### config.mk
export PLATFORM = sky130hd
export DESIGN_NAME = cu_vertex_pagerank
export DESIGN_NICKNAME = d
export VERILOG_FILES = /design/src/pagerank_pkg.sv /design/src/cu_vertex_pagerank.sv /design/src/rank_accumulator.sv /design/src/read_response_router.sv /design/src/edge_fetch_sequencer.sv /design/src/vertex_job_intake.sv
export SDC_FILE = /design/constraint.sdc
export NUM_CORES = 1
export LEC_CHECK = 0
export ABC_AREA = 1
export BUFFER_PORTS_ARGS = -buffer_cell sky130_fd_sc_hd__buf_2
export CAP_MARGIN = 20
export CORE_ASPECT_RATIO = 1.5
export CORE_MARGIN = 10
export CORE_UTILIZATION = 30
export CTS_CLUSTER_SIZE = 20
export DETAILED_ROUTE_END_ITERATION = 6
export PLACE_DENSITY = 0.44
export SLEW_MARGIN = 10
export SYNTH_ARGS = -nofsm -noshare
export SYNTH_HDL_FRONTEND = slang
export SYNTH_HIERARCHICAL = 1
export SYNTH_SLANG_ARGS = --single-unit
### constraint.sdc
create_clock -name clock -period 6.7 [get_ports clock]
set_clock_uncertainty 0.15 [all_clocks]
set_input_delay 0 -clock clock [delete_from_list [all_inputs] [get_ports clock]]
set_output_delay 0 -clock clock [all_outputs]
set_load 0.01 [all_outputs]
### src/pagerank_pkg.sv
package pagerank_pkg;

	////////////////////////////////////////
	// field widths
	////////////////////////////////////////

	localparam int VERTEX_W     = 16;
	localparam int EDGE_INDEX_W = 16;
	localparam int DEGREE_W     = 8;
	localparam int RANK_W       = 32;
	localparam int MEM_WORD_W   = 32;

	// fraction bits of the unsigned Q16.16 rank format
	localparam int RANK_FRAC = 16;

	typedef logic [VERTEX_W-1:0]     vertex_id_t;
	typedef logic [EDGE_INDEX_W-1:0] edge_index_t;
	typedef logic [DEGREE_W-1:0]     degree_t;
	typedef logic [RANK_W-1:0]       rank_t;

	// which array a read targets
	typedef enum logic {
		EDGE_ARRAY_SRC = 1'b0,
		GRAPH_DATA     = 1'b1
	} array_sel_t;

	////////////////////////////////////////
	// memory word views
	////////////////////////////////////////

	// edge entry with the source index in the low half
	typedef struct packed {
		logic [MEM_WORD_W-VERTEX_W-1:0] pad;
		vertex_id_t                     src;
	} edge_entry_t;

	// one word read either as an edge entry or as a contribution
	typedef union packed {
		edge_entry_t edge_view;
		rank_t       rank_view;
	} mem_word_t;

endpackage
### src/cu_vertex_pagerank.sv
module cu_vertex_pagerank #(
	parameter pagerank_pkg::rank_t DAMPING_Q16   = 32'd55706,
	parameter pagerank_pkg::rank_t BASE_RANK_Q16 = 32'd656
) (
	input  logic                      clock,
	input  logic                      rstn,
	input  logic                      enabled,
	input  logic                      vertex_req,
	input  pagerank_pkg::vertex_id_t  vertex_id,
	input  pagerank_pkg::edge_index_t vertex_edge_base,
	input  pagerank_pkg::degree_t     vertex_degree,
	output logic                      vertex_ack,
	output logic                      mem_req,
	output logic [15:0]               mem_addr,
	output pagerank_pkg::array_sel_t  mem_sel,
	input  pagerank_pkg::mem_word_t   mem_data,
	input  logic                      mem_ack,
	output logic                      result_req,
	input  logic                      result_ack,
	output pagerank_pkg::vertex_id_t  result_vertex,
	output pagerank_pkg::rank_t       result_rank,
	output pagerank_pkg::vertex_id_t  vertex_count
);

	import pagerank_pkg::*;

	// intake to sequencer
	logic        job_valid;
	logic        job_take;
	vertex_id_t  job_id;
	edge_index_t job_edge_base;
	degree_t     job_degree;

	// router pulses
	logic        word_seen;
	logic        edge_src_valid;
	vertex_id_t  edge_src;
	logic        contrib_valid;
	rank_t       contrib;

	// sequencer to accumulator
	logic        acc_start;
	logic        acc_done;
	logic        acc_busy;
	vertex_id_t  acc_vertex;

	////////////////////////////////////////
	// stages
	////////////////////////////////////////

	vertex_job_intake intake_inst (
		.clock(clock), .rstn(rstn), .enabled(enabled),
		.vertex_req(vertex_req), .vertex_id(vertex_id),
		.vertex_edge_base(vertex_edge_base), .vertex_degree(vertex_degree),
		.vertex_ack(vertex_ack), .job_take(job_take), .job_valid(job_valid),
		.job_id(job_id), .job_edge_base(job_edge_base), .job_degree(job_degree),
		.vertex_count(vertex_count)
	);

	edge_fetch_sequencer sequencer_inst (
		.clock(clock), .rstn(rstn), .job_valid(job_valid), .job_id(job_id),
		.job_edge_base(job_edge_base), .job_degree(job_degree), .job_take(job_take),
		.mem_req(mem_req), .mem_addr(mem_addr), .mem_sel(mem_sel), .mem_ack(mem_ack),
		.word_seen(word_seen), .edge_src_valid(edge_src_valid), .edge_src(edge_src),
		.acc_busy(acc_busy), .acc_start(acc_start), .acc_done(acc_done),
		.acc_vertex(acc_vertex)
	);

	read_response_router router_inst (
		.clock(clock), .rstn(rstn), .mem_ack(mem_ack), .mem_data(mem_data),
		.mem_sel(mem_sel), .word_seen(word_seen), .edge_src_valid(edge_src_valid),
		.edge_src(edge_src), .contrib_valid(contrib_valid), .contrib(contrib)
	);

	rank_accumulator #(
		.DAMPING_Q16(DAMPING_Q16),
		.BASE_RANK_Q16(BASE_RANK_Q16)
	) accumulator_inst (
		.clock(clock), .rstn(rstn), .acc_start(acc_start), .acc_done(acc_done),
		.contrib_valid(contrib_valid), .acc_vertex(acc_vertex), .contrib(contrib),
		.acc_busy(acc_busy), .result_req(result_req), .result_ack(result_ack),
		.result_vertex(result_vertex), .result_rank(result_rank)
	);

endmodule

### src/rank_accumulator.sv
module rank_accumulator #(
	parameter pagerank_pkg::rank_t DAMPING_Q16   = 32'd55706,
	parameter pagerank_pkg::rank_t BASE_RANK_Q16 = 32'd656
) (
	input  logic                     clock,
	input  logic                     rstn,
	input  logic                     acc_start,
	input  logic                     acc_done,
	input  logic                     contrib_valid,
	input  pagerank_pkg::vertex_id_t acc_vertex,
	input  pagerank_pkg::rank_t      contrib,
	output logic                     acc_busy,
	output logic                     result_req,
	input  logic                     result_ack,
	output pagerank_pkg::vertex_id_t result_vertex,
	output pagerank_pkg::rank_t      result_rank
);

	import pagerank_pkg::*;

	localparam int SUM_W  = 40;
	localparam int PROD_W = SUM_W + RANK_W;

	logic [SUM_W-1:0]  sum;
	logic [PROD_W-1:0] product;
	rank_t             damped;
	logic              ack_wait;

	// sum times damping back to Q16.16 and kept to 32 bits
	assign product = PROD_W'(sum) * PROD_W'(DAMPING_Q16);
	assign damped  = product[RANK_FRAC +: RANK_W];

	always_ff @(posedge clock) begin
		if (acc_start) begin
			sum <= '0;
		end else if (contrib_valid) begin
			sum <= sum + SUM_W'(contrib);
		end
		if (acc_done) begin
			result_vertex <= acc_vertex;
			result_rank   <= BASE_RANK_Q16 + damped;
		end
	end

	////////////////////////////////////////
	// four-phase result handshake
	////////////////////////////////////////

	always_ff @(posedge clock or negedge rstn) begin
		if (!rstn) begin
			result_req <= 1'b0;
			ack_wait   <= 1'b0;
		end else begin
			if (acc_done) begin
				result_req <= 1'b1;
			end else if (result_req && result_ack) begin
				result_req <= 1'b0;
				ack_wait   <= 1'b1;
			end else if (ack_wait && !result_ack) begin
				ack_wait <= 1'b0;
			end
		end
	end

	// busy until the taker has dropped its ack
	assign acc_busy = result_req || ack_wait;

endmodule

### src/read_response_router.sv
module read_response_router (
	input  logic                     clock,
	input  logic                     rstn,
	input  logic                     mem_ack,
	input  pagerank_pkg::mem_word_t  mem_data,
	input  pagerank_pkg::array_sel_t mem_sel,
	output logic                     word_seen,
	output logic                     edge_src_valid,
	output pagerank_pkg::vertex_id_t edge_src,
	output logic                     contrib_valid,
	output pagerank_pkg::rank_t      contrib
);

	import pagerank_pkg::*;

	logic      ack_q;
	logic      ack_rise;
	mem_word_t word_q;

	// first cycle of a new ack
	assign ack_rise = mem_ack && !ack_q;

	////////////////////////////////////////
	// edge detect and routing pulses
	////////////////////////////////////////

	always_ff @(posedge clock or negedge rstn) begin
		if (!rstn) begin
			ack_q          <= 1'b0;
			word_seen      <= 1'b0;
			edge_src_valid <= 1'b0;
			contrib_valid  <= 1'b0;
		end else begin
			ack_q          <= mem_ack;
			word_seen      <= ack_rise;
			edge_src_valid <= ack_rise && (mem_sel == EDGE_ARRAY_SRC);
			contrib_valid  <= ack_rise && (mem_sel == GRAPH_DATA);
		end
	end

	// word only sampled while the data is valid
	always_ff @(posedge clock) begin
		if (ack_rise) begin
			word_q <= mem_data;
		end
	end

	// two views of the same captured word
	assign edge_src = word_q.edge_view.src;
	assign contrib  = word_q.rank_view;

endmodule

### src/edge_fetch_sequencer.sv
module edge_fetch_sequencer (
	input  logic                      clock,
	input  logic                      rstn,
	input  logic                      job_valid,
	input  pagerank_pkg::vertex_id_t  job_id,
	input  pagerank_pkg::edge_index_t job_edge_base,
	input  pagerank_pkg::degree_t     job_degree,
	output logic                      job_take,
	output logic                      mem_req,
	output logic [15:0]               mem_addr,
	output pagerank_pkg::array_sel_t  mem_sel,
	input  logic                      mem_ack,
	input  logic                      word_seen,
	input  logic                      edge_src_valid,
	input  pagerank_pkg::vertex_id_t  edge_src,
	input  logic                      acc_busy,
	output logic                      acc_start,
	output logic                      acc_done,
	output pagerank_pkg::vertex_id_t  acc_vertex
);

	import pagerank_pkg::*;

	typedef enum logic [2:0] {
		S_IDLE,
		S_EDGE_GAP,
		S_EDGE_RD,
		S_DATA_GAP,
		S_DATA_RD,
		S_FINISH,
		S_SETTLE
	} seq_state_t;

	seq_state_t  state;
	edge_index_t edge_idx;
	degree_t     remaining;
	logic        adopt;

	assign adopt = (state == S_IDLE) && job_valid && !acc_busy;

	////////////////////////////////////////
	// control FSM
	////////////////////////////////////////

	always_ff @(posedge clock or negedge rstn) begin
		if (!rstn) begin
			state     <= S_IDLE;
			mem_req   <= 1'b0;
			job_take  <= 1'b0;
			acc_start <= 1'b0;
			acc_done  <= 1'b0;
		end else begin
			job_take  <= adopt;
			acc_start <= adopt;
			acc_done  <= 1'b0;
			case (state)
				S_IDLE: begin
					if (adopt) begin
						// degree zero skips the memory entirely
						state <= (job_degree == '0) ? S_FINISH : S_EDGE_GAP;
					end
				end
				// previous ack must be low before a new request
				S_EDGE_GAP: begin
					if (!mem_ack) begin
						mem_req <= 1'b1;
						state   <= S_EDGE_RD;
					end
				end
				S_EDGE_RD: begin
					if (word_seen) begin
						mem_req <= 1'b0;
						state   <= S_DATA_GAP;
					end
				end
				S_DATA_GAP: begin
					if (!mem_ack) begin
						mem_req <= 1'b1;
						state   <= S_DATA_RD;
					end
				end
				S_DATA_RD: begin
					if (word_seen) begin
						mem_req <= 1'b0;
						state   <= (remaining == degree_t'(1)) ? S_FINISH : S_EDGE_GAP;
					end
				end
				S_FINISH: begin
					acc_done <= 1'b1;
					state    <= S_SETTLE;
				end
				// lets acc_busy come up before the next adopt
				S_SETTLE: begin
					state <= S_IDLE;
				end
				default: begin
					state <= S_IDLE;
				end
			endcase
		end
	end

	////////////////////////////////////////
	// address and slice walk
	////////////////////////////////////////

	always_ff @(posedge clock) begin
		if (adopt) begin
			acc_vertex <= job_id;
			edge_idx   <= job_edge_base;
			remaining  <= job_degree;
		end
		if (state == S_EDGE_GAP && !mem_ack) begin
			mem_addr <= edge_idx;
			mem_sel  <= EDGE_ARRAY_SRC;
		end
		// returned source vertex indexes the graph data
		if (state == S_EDGE_RD && edge_src_valid) begin
			mem_addr <= edge_src;
			mem_sel  <= GRAPH_DATA;
		end
		if (state == S_DATA_RD && word_seen) begin
			edge_idx  <= edge_idx + edge_index_t'(1);
			remaining <= remaining - degree_t'(1);
		end
	end

endmodule

### src/vertex_job_intake.sv
module vertex_job_intake (
	input  logic                      clock,
	input  logic                      rstn,
	input  logic                      enabled,
	input  logic                      vertex_req,
	input  pagerank_pkg::vertex_id_t  vertex_id,
	input  pagerank_pkg::edge_index_t vertex_edge_base,
	input  pagerank_pkg::degree_t     vertex_degree,
	output logic                      vertex_ack,
	input  logic                      job_take,
	output logic                      job_valid,
	output pagerank_pkg::vertex_id_t  job_id,
	output pagerank_pkg::edge_index_t job_edge_base,
	output pagerank_pkg::degree_t     job_degree,
	output pagerank_pkg::vertex_id_t  vertex_count
);

	import pagerank_pkg::*;

	logic accept;

	// needs a new request, an empty register and a closed handshake
	assign accept = enabled && vertex_req && !vertex_ack && !job_valid;

	// handshake, holding flag and counter
	always_ff @(posedge clock or negedge rstn) begin
		if (!rstn) begin
			vertex_ack   <= 1'b0;
			job_valid    <= 1'b0;
			vertex_count <= '0;
		end else begin
			if (accept) begin
				vertex_ack   <= 1'b1;
				job_valid    <= 1'b1;
				vertex_count <= vertex_count + vertex_id_t'(1);
			end else begin
				if (vertex_ack && !vertex_req) begin
					vertex_ack <= 1'b0;
				end
				if (job_take) begin
					job_valid <= 1'b0;
				end
			end
		end
	end

	// job fields latched with the ack
	always_ff @(posedge clock) begin
		if (accept) begin
			job_id        <= vertex_id;
			job_edge_base <= vertex_edge_base;
			job_degree    <= vertex_degree;
		end
	end

endmodule

==> out/results.ini <==
[synthesis]
synthDistinctLibCells=52
synth_area_leaders=edfxtp_1, fa_1, ha_1
synth_top_area_share_pct=22.00
syn_area_sq_um=24030
synth-warning-count=6
synth.largest_area_cell=edfxtp_1
ys_top_cells_by_count=inv_1, nand2_1, nor2_1, fa_1, ha_1
ys_seq_area_share_pct=28.54
syn_nets=3405
synth_edf_count=176
syn_inst=2864
yosys_register_bits=247
synth-async-reset-ratio_pct=12.15
synth.most_common_cell=inv_1
ys.flop_type=edfxtp_1
syn-mean-instance-area_sq_um=8.389

[floorplan]
die_area_sq_um=92040
core_area_sq_um=79770
die_w_um=251.1
start_util_pct=30.12
rows=127
die_height_um=366.6
io_pins=162

[place]
gp_congestion=0.8920
dp_hpwl_mm=59.00
dp_slack_ns=0.05961
port_buffers=161

[sta]
fin_crit_ns=6.319
finalCritPeriodShare_pct=94.31
fmax_ghz=0.1583
slew_headroom_pct=41.21
setup_viol=0
tns_ns=0
drv_slew=0
finalWorstSetupSlack_ns=0.3811
hold_violations=0
worst_pin_slew_ns=0.8818
fin_hold_ws_ns=0.07492
rsz0062_at_grt=false

[worst_setup_path]
cp-start-kind=flop
rr_endpoint=accumulator_inst/result_rank[27]
cp_slowest_cell=fa_1
critPathKind=reg -> reg
r2r_start=accumulator_inst/sum[6]
cp.buffers_inverters=4
crit_path_end_kind=flop
path_max_fanout=7
critPathRequiredTime_ns=6.88
critical_path.max_stage_delay_ns=0.56
cp_cell_sequence=ha_1 -> inv_1 -> fa_1 -> inv_1 -> fa_1 -> fa_1 -> fa_1 -> inv_1 -> fa_1 -> inv_1 -> ha_1 -> nand2_2 -> nor2_2 -> nand2_1 -> a21oi_1 -> o21ai_0 -> nand3_1 -> nand2_1 -> nand2_2 -> nand3_1 -> nor2_1 -> nand3_1 -> nand2_1 -> nand2_1
path_common_cell=fa_1
timing.reg2reg.setup_slack_ns=0.38
r2r.worst_path.cells=24
crit_arrival_ns=6.50
path_delay_family=adder cells

[grt]
grt_max_degree=50
use_met3_pct=2.374
grt_pass1_wl_mm=110.1
busiest_layer=met2
gr-usage-met1_pct=16.00
grt.total_usage_pct=15.09
grt_pass1_vias=20010
gr-total-overflow=0
antenna_found_initial=2
grt.met2_usage_pct=29.31

[route]
drc=0
num_vias=18420
drt_iter0_markers=642
via_per_inst=4.317
drt_pass1_iterations=5
wl_per_cell_um=16.17
postRouteAntennaNets=0
routed_wl_mm=69.00

[final_layout]
nets=3753
area_growth_syn_to_layout_pct=19.34
drive_above_1_share_pct=11.51

[clock_tree]
post_cts_buffers=0
clk_pin_slew_ns=0.06
insertion_delay_ns=0.60
cts_buffer_depth=3
cts_buffers=27
htreeDepth=1
clock-root-buffer=clkbuf_16
cts_tree=yes
clock_sinks=247

[run]
maxCapViolations=0

[worst_hold_path]
min_path_type=in -> reg
holdPathStages=4
hp-start=result_ack
holdPathEnd=accumulator_inst/ack_wait

[outcome]
status=finished clean

cells in the final DEF (no fill, tap or decap), drive strengths merged, types with 30 or more instances in the layout:
cell type and n:
ha 230, edfxtp 176, inv 733, xor2 59
nand3 122, fa 233, dlygate4sd3 153, dfxtp 41
clkbuf 34, buf 201, nand2 633, o21ai 81
nor2 285, a21oi 92, dfrtp 30
worst max-delay path by stage:
| stage | start | to | slack [ns] | depth (start not counted) |
|---|---|---|---|---|
| after global placement | accumulator_inst/sum[3] | accumulator_inst/result_rank[24] | 0.09 | 28 |
| after detailed placement | accumulator_inst/sum[3] | accumulator_inst/result_rank[24] | 0.06 | 28 |
| after global routing | accumulator_inst/sum[3] | accumulator_inst/result_rank[30] | 0.001 | 29 |
| after CTS | accumulator_inst/sum[3] | accumulator_inst/result_rank[24] | 0.03 | 28 |
| after floorplan | accumulator_inst/sum[2] | accumulator_inst/result_rank[24] | 0.95 | 30 |
| final | accumulator_inst/sum[6] | accumulator_inst/result_rank[27] | 0.38 | 24 |
kinds of logic (layout without fill, tap and decap cells):
group,Yosys count,count (layout),synth area share (%)
other cells,0,2,0
fa+ha+maj,463,463,31.39
compound gates,220,220,5.208
xor+xnor,77,77,2.838
simple gates,1088,1088,19.61
buf+inv,769,1138,12.41
flops,247,247,28.54
repair_timing:
item,4_1_cts,5_1_grt
hold endpoints to repair,171,0
setup endpoints to repair,0,16
gates resized for setup,0,28
hold buffers,154,0
worst reg2reg max path: stages (launching register included):
cell,delay (ns)
dfxtp_2,0.38
ha_1,0.36
inv_1,0.13
fa_1,0.56
inv_1,0.06
fa_1,0.51
fa_1,0.52
fa_1,0.54
inv_1,0.05
fa_1,0.52
inv_1,0.04
ha_1,0.39
nand2_2,0.13
nor2_2,0.19
nand2_1,0.18
a21oi_1,0.31
o21ai_0,0.22
nand3_1,0.11
nand2_1,0.06
nand2_2,0.14
nand3_1,0.11
nor2_1,0.18
nand3_1,0.10
nand2_1,0.07
nand2_1,0.04
flip-flops by register name, indices dropped and copies added (netlist names), 3 cells and up:
| register | cells |
|---|---|
| intake_inst/job_edge_base | 16 |
| router_inst/contrib | 32 |
| accumulator_inst/result_vertex | 16 |
| sequencer_inst/mem_addr | 16 |
| sequencer_inst/acc_vertex | 16 |
| sequencer_inst/edge_idx | 16 |
| intake_inst/job_degree | 8 |
| intake_inst/vertex_count | 16 |
| accumulator_inst/sum | 40 |
| sequencer_inst/state | 3 |
| accumulator_inst/result_rank | 32 |
| sequencer_inst/remaining | 8 |
| intake_inst/job_id | 16 |
per-layer routing:
layer,share of wire [%],up-vias
li1,-,9446
met1,39,8582
met2,53,283
met3,3.6,108
met4,3.6,0
met5,0,-
area by class of cell:
class                      instances  area (sq um)
tap                             1032          1291
multi-input combinational       1848         14260
sequential                       247          6867
fill                            8387         51100
antenna                            2         5.005
clock inverter                    16         132.6
timing repair buffer             354          2658
inverter                         734          2755
clock buffer                      34         701.9
stage by stage:
step,cells,instance area [sq um],util [%]
after global routing,4267,28670,35.95
after CTS,4264,28570,35.81
after detailed placement,4060,26180,32.82
after floorplan,2864,24030,-
final,4267,28670,35.95
after global placement,4060,26180,32.82
Power is left out: the tool's default activity adds up to more than one toggle a clock period on the data nets, which glitch-free logic cannot reach.
